[config.mk]
export PLATFORM = sky130hd
export DESIGN_NAME = m90_sys_ctrl
export DESIGN_NICKNAME = d
export VERILOG_FILES = /design/src/m90_sys_pkg.sv /design/src/m90_cpu_clock.sv /design/src/m90_input_ports.sv /design/src/m90_pause_ctrl.sv /design/src/m90_sys_ctrl.sv /design/src/m90_sys_regs.sv
export SDC_FILE = /design/constraint.sdc
export NUM_CORES = 1
export LEC_CHECK = 0
export ABC_AREA = 1
export ABC_CLOCK_PERIOD_IN_PS = 1850
export BUFFER_PORTS_ARGS = -buffer_cell sky130_fd_sc_hd__buf_2
export CAP_MARGIN = 20
export CELL_PAD_IN_SITES_DETAIL_PLACEMENT = 1
export CELL_PAD_IN_SITES_GLOBAL_PLACEMENT = 2
export CORE_UTILIZATION = 23
export CTS_BUF_LIST = sky130_fd_sc_hd__clkbuf_16
export DETAILED_ROUTE_END_ITERATION = 10
export GPL_ROUTABILITY_DRIVEN = 0
export PLACE_DENSITY = 0.75
export SYNTH_ARGS = -nofsm -noshare
export SYNTH_HDL_FRONTEND = slang
export SYNTH_SLANG_ARGS = --single-unit
export TNS_END_PERCENT = 30
[constraint.sdc]
create_clock -name clk_sys -period 1.85 [get_ports clk_sys]
set_input_delay 0 -clock clk_sys [delete_from_list [all_inputs] [get_ports clk_sys]]
set_output_delay 0 -clock clk_sys [all_outputs]
set_load 0.02 [all_outputs]
[src/m90_sys_pkg.sv]
/* Shared types and constants for the M90 system-control slice.
   The processor bus arrives as single-cycle io_wr/io_rd strobes with word addresses. */

package m90_sys_pkg;

    // ========================================================================
    // Clock enable and counter sizing
    // ========================================================================
    localparam int phase_w    = 5;
    localparam logic [phase_w-1:0] cen_num = 5'd9;
    localparam logic [phase_w-1:0] cen_den = 5'd20;
    localparam int deferred_w = 16;
    localparam int timer_w    = 16;

    // ========================================================================
    // I/O port map
    // ========================================================================
    // Write ports
    localparam logic [7:0] io_sys_flags = 8'h02;
    localparam logic [7:0] io_bank      = 8'h20;
    localparam logic [7:0] io_sound     = 8'hc0;

    // Read ports
    localparam logic [7:0] io_p1_p2 = 8'h00;
    localparam logic [7:0] io_flags = 8'h02;
    localparam logic [7:0] io_dip   = 8'h04;
    localparam logic [7:0] io_p3_p4 = 8'h06;
    localparam logic [7:0] io_latch = 8'h08;

    localparam logic [15:0] io_idle = 16'hffff;

    typedef struct packed {
        logic        io_wr;
        logic        io_rd;
        logic [7:0]  word_addr;
        logic [15:0] wdata;
    } cpu_bus_t;

    typedef struct packed {
        logic [9:0] p1;
        logic [9:0] p2;
        logic [9:0] p3;
        logic [9:0] p4;
        logic [3:0] coin;
        logic [3:0] start;
    } player_in_t;

    typedef struct packed {
        logic kick_harness;
        logic reserved;
    } board_cfg_t;

    // Bit 0 is coin0, matching the data bus layout of the flag port
    typedef struct packed {
        logic [1:0] spare;
        logic       bank;
        logic       brq_n;
        logic       cblk;
        logic       soft_nl_n;
        logic       coin1;
        logic       coin0;
    } sys_flags_t;

    typedef enum logic [1:0] {
        run      = 2'd0,
        wait_vbl = 2'd1,
        paused   = 2'd2
    } pause_state_t;

endpackage

[src/m90_cpu_clock.sv]
/* 18 MHz enable from a 9/20 accumulator, split into two processor phases.
   Enables lost while rom_ready is low are banked and replayed at full rate. */
`timescale 1ns/1ps

module m90_cpu_clock (
    input  logic                            clk_sys,
    input  logic                            reset_n,
    input  logic                            cpu_paused,
    input  logic                            turbo,
    input  logic                            rom_ready,
    output logic                            ce_1,
    output logic                            ce_2,
    output logic [m90_sys_pkg::timer_w-1:0] cycle_count
);

    logic [m90_sys_pkg::phase_w-1:0]    phase_acc;
    logic [m90_sys_pkg::phase_w-1:0]    phase_sum;
    logic                               ce_18m;
    logic [m90_sys_pkg::deferred_w-1:0] deferred_ce;
    logic                               ce_toggle;
    logic                               ce_1_q;
    logic                               ce_2_q;
    logic                               step;

    // ========================================================================
    // Fractional enable
    // ========================================================================
    assign phase_sum = phase_acc + m90_sys_pkg::cen_num;
    assign ce_18m    = (phase_sum >= m90_sys_pkg::cen_den);

    always_ff @(posedge clk_sys or negedge reset_n) begin
        if (!reset_n) begin
            phase_acc <= '0;
        end else begin
            phase_acc <= ce_18m ? phase_sum - m90_sys_pkg::cen_den : phase_sum;
        end
    end

    // ========================================================================
    // Deferral bank and phase toggle
    // ========================================================================
    assign step = !cpu_paused && (ce_18m || turbo || (rom_ready && |deferred_ce));

    always_ff @(posedge clk_sys or negedge reset_n) begin
        if (!reset_n) begin
            deferred_ce <= '0;
            ce_toggle   <= 1'b0;
            ce_1_q      <= 1'b0;
            ce_2_q      <= 1'b0;
        end else begin
            if (ce_18m) begin
                if (!rom_ready) begin
                    if (!(&deferred_ce)) deferred_ce <= deferred_ce + 1'b1;
                end else if (|deferred_ce) begin
                    deferred_ce <= deferred_ce - 1'b1;
                end
            end

            ce_1_q <= 1'b0;
            ce_2_q <= 1'b0;
            if (step) begin
                ce_toggle <= ~ce_toggle;
                ce_1_q    <= ce_toggle;
                ce_2_q    <= ~ce_toggle;
            end
        end
    end

    // Stalled or paused processor sees no phase at all
    assign ce_1 = ce_1_q && rom_ready && !cpu_paused;
    assign ce_2 = ce_2_q && rom_ready && !cpu_paused;

    // Free-running processor cycle timer
    always_ff @(posedge clk_sys or negedge reset_n) begin
        if (!reset_n) begin
            cycle_count <= '0;
        end else if (ce_1) begin
            cycle_count <= cycle_count + 1'b1;
        end
    end

endmodule

[src/m90_input_ports.sv]
/* Input-port read map for standard and kick harness wirings.
   Switches and DIPs are active low on the bus; rdata is idle unless io_rd is high. */
`timescale 1ns/1ps

module m90_input_ports (
    input  m90_sys_pkg::cpu_bus_t   bus,
    input  m90_sys_pkg::board_cfg_t board_cfg,
    input  m90_sys_pkg::player_in_t players,
    input  logic [23:0]             dip_sw,
    input  logic                    dma_busy,
    input  logic [7:0]              snd_latch,
    output logic [15:0]             rdata
);

    logic [7:0]  sw_p1;
    logic [7:0]  sw_p2;
    logic [7:0]  sw_p3;
    logic [7:0]  sw_p4;
    logic [15:0] flags;

    // ========================================================================
    // Switch bytes per harness
    // ========================================================================
    always_comb begin
        if (board_cfg.kick_harness) begin
            // Kick button rides on bit 5, extra buttons move to the player 4 byte
            sw_p1 = {players.p1[4], players.p1[5], players.p1[6], 1'b0, players.p1[3:0]};
            sw_p2 = {players.p2[4], players.p2[5], players.p2[6], 1'b0, players.p2[3:0]};
            sw_p3 = 8'h00;
            sw_p4 = {players.p2[9], players.p2[8], players.p2[7], 1'b0,
                     players.p1[9], players.p1[8], players.p1[7], 1'b0};
        end else begin
            sw_p1 = {players.p1[4], players.p1[5], 2'b00, players.p1[3:0]};
            sw_p2 = {players.p2[4], players.p2[5], 2'b00, players.p2[3:0]};
            sw_p3 = {players.p3[4], players.p3[5], players.coin[2], players.start[2],
                     players.p3[3:0]};
            sw_p4 = {players.p4[4], players.p4[5], players.coin[3], players.start[3],
                     players.p4[3:0]};
        end
    end

    // Test and service inputs read as released
    assign flags = {~dip_sw[23:16], ~dma_busy, 3'b111,
                    ~players.coin[1:0], ~players.start[1:0]};

    // ========================================================================
    // Read mux
    // ========================================================================
    always_comb begin
        rdata = m90_sys_pkg::io_idle;
        if (bus.io_rd) begin
            case (bus.word_addr)
                m90_sys_pkg::io_p1_p2: rdata = {~sw_p2, ~sw_p1};
                m90_sys_pkg::io_flags: rdata = flags;
                m90_sys_pkg::io_dip:   rdata = ~dip_sw[15:0];
                m90_sys_pkg::io_p3_p4: rdata = {~sw_p4, ~sw_p3};
                m90_sys_pkg::io_latch: rdata = {snd_latch, snd_latch};
                default:               rdata = m90_sys_pkg::io_idle;
            endcase
        end
    end

endmodule

[src/m90_pause_ctrl.sv]
/* Pause takes effect only at a vertical pulse, so a frame is never split.
   cpu_paused follows the state register, one cycle after the deciding vpulse. */
`timescale 1ns/1ps

module m90_pause_ctrl (
    input  logic clk_sys,
    input  logic reset_n,
    input  logic pause_rq,
    input  logic vpulse,
    output logic cpu_paused
);

    m90_sys_pkg::pause_state_t state;

    always_ff @(posedge clk_sys or negedge reset_n) begin
        if (!reset_n) begin
            state <= m90_sys_pkg::run;
        end else begin
            case (state)
                m90_sys_pkg::run: begin
                    if (pause_rq) state <= m90_sys_pkg::wait_vbl;
                end
                m90_sys_pkg::wait_vbl: begin
                    // Request withdrawn before the frame ended
                    if (!pause_rq) state <= m90_sys_pkg::run;
                    else if (vpulse) state <= m90_sys_pkg::paused;
                end
                m90_sys_pkg::paused: begin
                    if (!pause_rq && !vpulse) state <= m90_sys_pkg::run;
                end
                default: state <= m90_sys_pkg::run;
            endcase
        end
    end

    assign cpu_paused = (state == m90_sys_pkg::paused);

endmodule

[src/m90_sys_ctrl.sv]
/* System-control slice top: pause, processor clock enables, system registers
   and input ports. The processor itself lives outside. */
`timescale 1ns/1ps

module m90_sys_ctrl (
    input  logic                            clk_sys,
    input  logic                            reset_n,
    input  m90_sys_pkg::cpu_bus_t           bus,
    input  logic                            rom_ready,
    input  logic                            vpulse,
    input  logic                            pause_rq,
    input  logic                            turbo,
    input  m90_sys_pkg::board_cfg_t         board_cfg,
    input  m90_sys_pkg::player_in_t         players,
    input  logic [23:0]                     dip_sw,
    input  logic                            dma_busy,
    input  logic [7:0]                      snd_latch,
    output logic                            ce_1,
    output logic                            ce_2,
    output logic [m90_sys_pkg::timer_w-1:0] cycle_count,
    output m90_sys_pkg::sys_flags_t         sys_flags,
    output logic                            flip,
    output logic [3:0]                      bank_select,
    output logic                            sound_reset,
    output logic [15:0]                     rdata
);

    logic cpu_paused;

    m90_pause_ctrl u_pause_ctrl (
        .clk_sys    (clk_sys),
        .reset_n    (reset_n),
        .pause_rq   (pause_rq),
        .vpulse     (vpulse),
        .cpu_paused (cpu_paused)
    );

    m90_cpu_clock u_cpu_clock (
        .clk_sys     (clk_sys),
        .reset_n     (reset_n),
        .cpu_paused  (cpu_paused),
        .turbo       (turbo),
        .rom_ready   (rom_ready),
        .ce_1        (ce_1),
        .ce_2        (ce_2),
        .cycle_count (cycle_count)
    );

    // DIP bit 8 is the flip switch
    m90_sys_regs u_sys_regs (
        .clk_sys     (clk_sys),
        .reset_n     (reset_n),
        .bus         (bus),
        .dip_nl      (dip_sw[8]),
        .sys_flags   (sys_flags),
        .flip        (flip),
        .bank_select (bank_select),
        .sound_reset (sound_reset)
    );

    m90_input_ports u_input_ports (
        .bus       (bus),
        .board_cfg (board_cfg),
        .players   (players),
        .dip_sw    (dip_sw),
        .dma_busy  (dma_busy),
        .snd_latch (snd_latch),
        .rdata     (rdata)
    );

endmodule

[src/m90_sys_regs.sv]
/* Write-only system registers, updated one cycle after a matching io_wr.
   Only the low byte of the data bus is decoded. */
`timescale 1ns/1ps

module m90_sys_regs (
    input  logic                    clk_sys,
    input  logic                    reset_n,
    input  m90_sys_pkg::cpu_bus_t   bus,
    input  logic                    dip_nl,
    output m90_sys_pkg::sys_flags_t sys_flags,
    output logic                    flip,
    output logic [3:0]              bank_select,
    output logic                    sound_reset
);

    logic wr_flags;
    logic wr_bank;
    logic wr_sound;

    assign wr_flags = bus.io_wr && (bus.word_addr == m90_sys_pkg::io_sys_flags);
    assign wr_bank  = bus.io_wr && (bus.word_addr == m90_sys_pkg::io_bank);
    assign wr_sound = bus.io_wr && (bus.word_addr == m90_sys_pkg::io_sound);

    always_ff @(posedge clk_sys or negedge reset_n) begin
        if (!reset_n) begin
            sys_flags   <= '0;
            bank_select <= 4'd0;
            sound_reset <= 1'b0;
        end else begin
            if (wr_flags) begin
                sys_flags <= m90_sys_pkg::sys_flags_t'(bus.wdata[7:0]);
            end
            if (wr_bank) begin
                bank_select <= bus.wdata[3:0];
            end
            // Sound CPU is held in reset while bit 0 is low
            if (wr_sound) begin
                sound_reset <= ~bus.wdata[0];
            end
        end
    end

    // Screen flip combines the software bit with the flip switch
    assign flip = ~sys_flags.soft_nl_n ^ ~dip_nl;

endmodule

-- After elaboration in Yosys (flattened, before gate mapping)
Cells that the tools add are included.
- add/sub/neg operators: 5
- magnitude comparators: 1
- equality and inequality tests: 13
- mux-type cells: 17
- bitwise gates (word level): 14
- reductions and logical operators: 21
- operator list (operator ; number):
    16-bit case mux with 5 select lines ; 1
    16-bit two-way mux ; 4
    8-bit NOT ; 5
    16-bit by 1-bit adder with 16-bit output (second input constant) ; 2
    8-bit by 3-bit == test with 1-bit output (second input constant) ; 2
    8-bit two-way mux ; 2
    16-bit NOT ; 1
    16-bit AND reduction ; 1
    16-bit OR reduction ; 1
    16-bit by 1-bit subtractor with 16-bit output (second input constant) ; 1
    6-bit two-way mux ; 2
    1-bit logical AND ; 10
    8-bit by 2-bit == test with 1-bit output (second input constant) ; 1
    8-bit by 4-bit == test with 1-bit output (second input constant) ; 1
    8-bit by 6-bit == test with 1-bit output (second input constant) ; 1
    8-bit == test (second input constant) ; 1
    8-bit logical NOT ; 1
    2-bit two-way mux ; 4
    2-bit != test (second input constant) ; 3
    2-bit case mux with 3 select lines ; 1
    3-bit AND reduction ; 2
    5-bit by 4-bit adder with 5-bit output (second input constant) ; 1
    5-bit >= comparator (second input constant) ; 1
    5-bit two-way mux ; 1
    other kinds (12) ; 21
- register bits after elaboration: 55

-- Logic depth before layout (Yosys ltp)
Gate-level depths: netlist (run 1).
- depth in word-level cells: 6
- mapped depth: 13
- depth with buffers taken out: 12

-- Hierarchy
A second synthesis (run 1) with hierarchy kept.
- cells, all modules: 726
- area, all modules: 4794.6 µm²
- modules (own cells, without submodules) (module ; times used ; cells an instance ; area an instance (µm²)):
    m90_cpu_clock ; 1 ; 389 ; 2810.2
    m90_input_ports ; 1 ; 243 ; 1227.4
    m90_sys_regs ; 1 ; 79 ; 655.6
    m90_pause_ctrl ; 1 ; 15 ; 101.3

-- Worst setup path before layout (run 1)
OpenSTA, ideal clock, no wires.
- kind: register to register
- start: register u_cpu_clock.phase_acc[0] in the netlist's numbering
- end: register u_cpu_clock.deferred_ce[10] in the netlist's numbering
- setup time: 0.117 ns
- arrival time: 1.698 ns
- slack: 0.034 ns
- cell stages (with the launch flop): 13
- path buffers: 1
- period minus slack after synthesis: 1.816 ns
- path through: dfrtp_1 -> ha_1 -> or2_1 -> nand2_2 -> inv_1 -> ha_1 -> nand2_1 -> nand3_2 -> nand2_4 -> nor2_8 -> buf_6 -> nand3_1 -> nand2_1
- longest elaborated chain between the ends: 3
- RTL lines (what ; line ; text):
    start: declaration ; m90_cpu_clock.sv:16 ; logic [m90_sys_pkg::phase_w-1:0] phase_acc;
    start signal: assignment ; m90_cpu_clock.sv:35 ; phase_acc <= ce_18m ? phase_sum - m90_sys_pkg::cen_den : phase_sum;
    5-bit by 4-bit adder with 5-bit output ; m90_cpu_clock.sv:28 ; assign phase_sum = phase_acc + m90_sys_pkg::cen_num;
    5-bit >= comparator ; m90_cpu_clock.sv:29 ; assign ce_18m = (phase_sum >= m90_sys_pkg::cen_den);
    3-bit AND reduction (no source line) ; -- ;
    end signal: assignment ; m90_cpu_clock.sv:53 ; if (!(&deferred_ce)) deferred_ce <= deferred_ce + 1'b1;
    end signal: assignment ; m90_cpu_clock.sv:55 ; deferred_ce <= deferred_ce - 1'b1;
    end: declaration ; m90_cpu_clock.sv:19 ; logic [m90_sys_pkg::deferred_w-1:0] deferred_ce;
Every way passes these cells.
A chain may end at the register's enable or synchronous reset.

-- Worst setup path in the final report (run 1)
- start: register u_cpu_clock.phase_acc[1] in the netlist's numbering
- end: register u_cpu_clock.deferred_ce[14] in the netlist's numbering
The elaborated chain is that of the path after synthesis.

==> impl_metrics.json, run 1 <==
{
  "yosys_warnings": 0,
  "setup_viol_count_final": 0,
  "dp_hpwl_um": 12100,
  "synth_cells": 629,
  "rsz0062_at_grt": "true",
  "post-route-drc-count": 0,
  "via_per_inst": 4.421,
  "antenna_found_initial": 0,
  "ys_seq_elements": 55,
  "report.final.hold_viol_count": 0,
  "outcome": "finished clean",
  "syn_nets": 764,
  "first_global_vias": 4873,
  "avgSynthCellArea_um2": 6.767,
  "die_h_um": 138.0,
  "yosys-top-cells-count": "205 x nand2_1, 89 x nor2_1, 73 x inv_1",
  "multi_input_area_um2": 2651,
  "ys.flop_type": "dfrtp_1",
  "critPathMaxFanout": 7,
  "cellLeakagePower_nw": 3.187,
  "relSlewSlack_pct": 54.68,
  "design.core.area_um2": 18020,
  "dr.first_iter.drc_count": 112,
  "cp_num_buf_inv": 2,
  "dp_cells": 1019,
  "cp-start-kind": "register",
  "seq_area_um2": 1376,
  "cp_slowest_cell": "dfrtp_1",
  "power_density_nw_per_um2": 928.2,
  "clk_pin_slew_ns": 0.07,
  "cts-buffers-inserted": 5,
  "cts-root-buf": "clkbuf_16",
  "fin_crit_sh_pct": 97.53,
  "syn-cell-area_um2": 4257,
  "clock_sinks": 55,
  "grt-ovfl-total": 0,
  "grt_pass1_wl_um": 24870,
  "avgRoutedWirePerCell_um": 14.53,
  "synth_edf_count": 0,
  "via_count": 4624,
  "htree_levels": 2,
  "path_class": "register to register",
  "die-area_um2": 19060,
  "drive_gt1_share_pct": 29.74,
  "ys_types": 39,
  "dr.pass1.iters": 4,
  "crit_arrival_ns": 1.99,
  "tightest_slew_ns": 0.6798,
  "grt_start_max_net_pins": 30,
  "start_util_pct": 23.62,
  "yosys-top-cells-area": "dfrtp_1 32%, nand2_1 18%, nor2_1 7.8%, inv_1 6.4%, ha_1 5.6%",
  "fin_ws_ns": 0.04569,
  "synth_top_area_cell": "dfrtp_1",
  "cp.required_ns": 2.04,
  "io_pins": 163,
  "fin_cells": 1046,
  "cpMostUsedCell": "nand2_4",
  "worst_hold_path_type": "primary input to register",
  "area_delta_synth_final_pct": 39.59,
  "async_reset_ff_share_pct": 100.0,
  "end_kind": "register",
  "drtAntennaViolNets": 0,
  "rows": 49,
  "cts_tree": "done",
  "crit_path_cell_trace": "ha_2 > or2_1 > nand2_2 > inv_2 > ha_4 > nand2_4 > nand3_4 > nand2_4 > nor2_8 > buf_8 > nand3_2 > nand2_1",
  "ir_drop_mv": 0.6139,
  "grt_use_total_pct": 15.83,
  "fin_skew_ns": 0.006673,
  "max-cap-violations": 0,
  "ys_seq_area_share_pct": 32.33,
  "yosys.area.top_type_share_pct": 32.33,
  "fill_cells": 2309,
  "period_minus_slack_ns": 1.804,
  "path_delay_family": "simple AND/OR/NAND/NOR gates",
  "clockBufferDepth": 2,
  "final_nets": 952,
  "num_antenna_cells": 0,
  "io_buffers": 145,
  "die_w_um": 138.0,
  "max_stage_delay_ns": 0.39,
  "slew_violations": 0,
  "max_freq_mhz": 554.2,
  "pre_cts_ws_ns": -0.1048,
  "synth.most_common_cell": "nand2_1",
  "worstSkewPairLatency_ns": 0.30,
  "wl_um": 15200
}
through the flow:
stage          utilization [%]  hold WS [ns]  instance area (µm²)  setup TNS (ns)  total power (W)
2_1_floorplan                -       -0.2956                 4257               0         0.003411
3_3_place_gp             30.11       0.08000                 5426         -0.4938         0.004264
3_5_place_dp             30.11       0.08106                 5426          -1.373         0.004316
4_1_cts                  32.01       0.06658                 5769               0         0.005472
5_1_grt                  32.97        0.1331                 5942          -1.006         0.006021
6_report                 32.97       0.08638                 5942               0         0.005515
layer usage:
layer  track usage (%)  vias up  share of wire (%)
li1                  -     2351                  -
met1             20.10     2140                 46
met2             28.53      122                 50
met3             2.286       11                3.7
met4             2.718        0               0.89
met5                 0        -                  0
cell families (layout without fill, tap and decap cells):
family                   count (synthesis)  count (layout)  synth area share [%]
AO/OA/AOI/OAI                           64              64                 7.878
AND/OR/NAND/NOR                        377             377                 38.80
XOR/XNOR                                23              23                 5.174
adder cells (fa/ha/maj)                 20              20                 6.055
flip-flops                              55              55                 32.33
multiplexers                             4               4                 1.235
buffers and inverters                   86             274                 8.524
flip-flops by register name (all words and copies together), names as in the netlist:
name and flops:
u_sys_regs.sound_reset 1, u_cpu_clock.cycle_count 16, u_cpu_clock.ce_1_q 1, u_cpu_clock.phase_acc 5, u_cpu_clock.deferred_ce 16, u_sys_regs.sys_flags 8, u_sys_regs.bank_select 4, u_pause_ctrl.state 2
u_cpu_clock.ce_2_q 1, u_cpu_clock.ce_toggle 1
final cells by class:
type	instances	share of cell area, %
clock inverter	2	0.6317
tap	229	4.822
multi-input combinational	488	44.62
timing repair buffer	191	19.77
sequential	55	23.16
clock buffer	5	2.106
inverter	76	4.885
layout by cell type, fill, tap and decap left out, drive strengths merged:
cell / netlist / routed
mux2: 4 / 4
fa: 1 / 1
nor2: 96 / 96
o22ai: 5 / 5
clkinvlp: 0 / 1
nand2: 213 / 213
ha: 19 / 19
nor3b: 1 / 1
or2: 3 / 3
nand4: 7 / 7
xor2: 15 / 15
bufinv: 0 / 1
o21ai: 31 / 31
o2111ai: 1 / 1
dlygate4sd3: 0 / 12
dfrtp: 55 / 55
and2: 1 / 1
inv: 76 / 76
nand3: 40 / 40
nand3b: 5 / 5
nor3: 9 / 9
o21a: 1 / 1
clkbuf: 0 / 5
buf: 10 / 179
xnor2: 8 / 8
a21oi: 25 / 25
a21boi: 1 / 1
and3: 2 / 2
power by group:
part           switching, W  total, W  internal, W
Clock              0.000454   0.00109     0.000633
Sequential         0.000273   0.00174      0.00147
Combinational       0.00159   0.00269      0.00109
Total               0.00232   0.00552      0.00320
repair_timing:
action                     CTS  global route
hold buffers                12             0
pin swaps                    4            17
setup endpoints to repair   19            26
resized for setup            4            32
setup buffers                4             4
hold endpoints to repair    39             0
cloned                       0             0
final timing paths:
kind                                           from  depth (start not counted)                           to  slack, ns
hold / removal                                turbo                          5           u_cpu_clock.ce_2_q       0.09
max in group asynchronous                   reset_n                          3   u_cpu_clock.deferred_ce[9]       0.96
min in group asynchronous                   reset_n                          2      u_sys_regs.sys_flags[3]       0.28
setup reg to reg           u_cpu_clock.phase_acc[1]                         12  u_cpu_clock.deferred_ce[14]       0.05
setup / recovery           u_cpu_clock.phase_acc[1]                         12  u_cpu_clock.deferred_ce[14]       0.05
hold reg to reg               u_cpu_clock.ce_toggle                          2        u_cpu_clock.ce_toggle       0.48
worst register-to-register path, stage by stage (launching register included):
cell     delay (ns)
dfrtp_1        0.39
ha_2           0.20
or2_1          0.24
nand2_2        0.09
inv_2          0.05
ha_4           0.16
nand2_4        0.06
nand3_4        0.07
nand2_4        0.09
nor2_8         0.08
buf_8          0.15
nand3_2        0.07
nand2_1        0.06
No activity file was read; power rests on OpenSTA's default activity.
==> run 2, diff against run 1 <==
CORE_ASPECT_RATIO = 0.8   (was default)
==> run 2 against run 1 <==
Effect of this change: the run now ends with negative hold slack left; final cell count fell by 1.1%; highest routed layer unchanged; via count is 1.9% lower; power decreased by 2.7%; design area fell by 2.8%.
==> impl_metrics.json, run 2 (synthesis results as in run 1) <==
{
  "via_count": 4537,
  "cts-buffers-inserted": 5,
  "p_sw_w": 0.002366,
  "first_global_vias": 4529,
  "setup_viol_count_final": 0,
  "via_per_inst": 4.384,
  "p_comb_share_pct": 47.5,
  "max-cap-violations": 0,
  "io_buffers": 145,
  "fin_skew_ns": 0.01642,
  "outcome": "complete, but fails checks",
  "grt_start_max_net_pins": 56,
  "max_freq_mhz": 551.4,
  "antenna_found_initial": 0,
  "htree_levels": 2,
  "fin_crit_sh_pct": 98.02,
  "cts_tree": "done",
  "clkPwrFrac_pct": 19.5,
  "crit_arrival_ns": 2.01,
  "p_int_w": 0.003001,
  "worstSkewPairLatency_ns": 0.31,
  "final_common_cell": "nand2_1",
  "cellLeakagePower_nw": 3.112,
  "failed_checks": "negative hold slack",
  "design_area_um2": 5773,
  "dr.pass1.iters": 4,
  "io_pins": 163,
  "wl_um": 14770,
  "cp.required_ns": 2.04,
  "place_area_um2": 5410,
  "avgRoutedWirePerCell_um": 14.27,
  "worstSetupEndpoint": "u_cpu_clock.deferred_ce[7]",
  "dp_hpwl_um": 11900,
  "tightest_slew_ns": 0.5300,
  "start_util_pct": 23.50,
  "slew_violations": 0,
  "cp-start-kind": "register",
  "period_minus_slack_ns": 1.813,
  "final_nets": 938,
  "r2r-end": "u_cpu_clock.deferred_ce[7]",
  "worst_hold_path_type": "primary input to register",
  "ir_drop_mv": 0.5697,
  "p_sw_share_pct": 44.08,
  "clock_sinks": 55,
  "relSlewSlack_pct": 64.63,
  "dr.first_iter.drc_count": 161,
  "clockBufferDepth": 2,
  "design.core.area_um2": 18110,
  "grt_pass1_wl_um": 23370,
  "end_kind": "register",
  "post-route-drc-count": 0,
  "die_h_um": 123.7,
  "reg2reg_slack_ns": 0.04,
  "reg2regPathDepth": 12,
  "report.final.hold_viol_count": 2,
  "fill_cells": 2329,
  "crit_path_start": "u_cpu_clock.phase_acc[1]",
  "power_density_nw_per_um2": 929.7,
  "reg.largest.list": "u_cpu_clock.cycle_count x16, u_cpu_clock.deferred_ce x16, u_sys_regs.sys_flags x8",
  "drive_gt1_share_pct": 27.86,
  "rsz0062_at_grt": "true",
  "r2r_start": "u_cpu_clock.phase_acc[1]",
  "pwr-share-seq_pct": 33.0,
  "area_delta_synth_final_pct": 35.63,
  "grt_use_total_pct": 15.46,
  "cts-root-buf": "clkbuf_16",
  "rows": 44,
  "drtAntennaViolNets": 0,
  "mostFrequentLayoutCells": "199 x nand2_1, 145 x buf_2, 88 x nor2_1",
  "whs_ns": -0.003002,
  "die-area_um2": 19060,
  "clk_pin_slew_ns": 0.09,
  "critPathMaxFanout": 5,
  "path_class": "register to register",
  "die_w_um": 154.1,
  "grt-ovfl-total": 0
}
run 2: cell types whose count changed in the layout (fill, tap and decap cells not counted), sizes merged:
cell / change
buf: -12
dlygate4sd3: -3
clkinv: +2
bufinv: -1
clkbuf: +1
clkinvlp: -1
diode: +1
inv: +1
run 2: per-stage QoR:
step	setup WS [ns]	power, W	setup TNS, ns	cells	utilization [%]
global route	-0.1002	0.005880	-1.141	1034	31.86
floorplan	0.03435	0.003411	0	629	-
CTS	0.00002620	0.005359	0	1033	31.26
global placement	0.04272	0.004217	0	1016	29.87
detailed placement	0.003768	0.004254	0	1016	29.87
finish	0.03660	0.005367	0	1035	31.87
run 2: layout make-up:
class / count / area [µm²] / area share, %
clock buffers: 5 / 125.1 / 2.167
well taps: 230 / 287.8 / 4.985
inverters: 76 / 292.8 / 5.072
flip-flops and latches: 55 / 1376 / 23.84
repair buffers: 177 / 1056 / 18.29
clock inverters: 3 / 33.78 / 0.5852
diodes: 1 / 2.502 / 0.04335
multi-input cells: 488 / 2599 / 45.02
run 2: power by group through the flow:
stage / logic [W] / clock network [W] / registers (W)
4_1_cts: 0.00250 / 0.00109 / 0.00177
3_5_place_dp: 0.00246 / 0 / 0.00179
6_report: 0.00255 / 0.00105 / 0.00177
2_1_floorplan: 0.00163 / 0 / 0.00178
3_3_place_gp: 0.00243 / 0 / 0.00179
5_1_grt: 0.00293 / 0.00112 / 0.00182
run 2: how the worst min path moves through the flow:
stage               startpoint                          end  cells after the start  slack [ns]
floorplan              reset_n           u_cpu_clock.ce_1_q                      0       -0.30
global placement       reset_n  u_cpu_clock.cycle_count[15]                      2        0.04
detailed placement     reset_n  u_cpu_clock.cycle_count[15]                      2        0.04
CTS                     bus[3]    u_sys_regs.bank_select[3]                      3       0.001
global route            bus[3]    u_sys_regs.bank_select[3]                      3        0.03
finish                  bus[3]    u_sys_regs.bank_select[3]                      3      -0.003
run 2: layer usage:
layer / GRT usage, % / vias up / wire (µm)
li1: - / 2333 / -
met1: 21.32 / 2094 / 7411
met2: 25.94 / 107 / 6557
met3: 2.923 / 3 / 770
met4: 1.563 / 0 / 30
met5: 0 / - / 0
run 2: what timing repair did:
action / in CTS / in global routing
hold buffers: 9 / 0
gates cloned: 0 / 1
setup buffers: 0 / 0
pin swaps: 1 / 11
gates resized for setup: 1 / 20
hold endpoints to repair: 64 / 0
endpoints found under the setup margin: 9 / 25
run 2: worst max-delay path, cell delays in order, from the launching register on:
cell       delay, ns
dfrtp_1         0.40
ha_2            0.20
or2_1           0.23
nand2_2         0.08
inv_2           0.04
ha_4            0.14
nand2_2         0.05
nand3_2         0.09
nand2_4         0.11
nor2_8          0.07
clkbuf_16       0.17
nand2_2         0.06
nand2_1         0.04
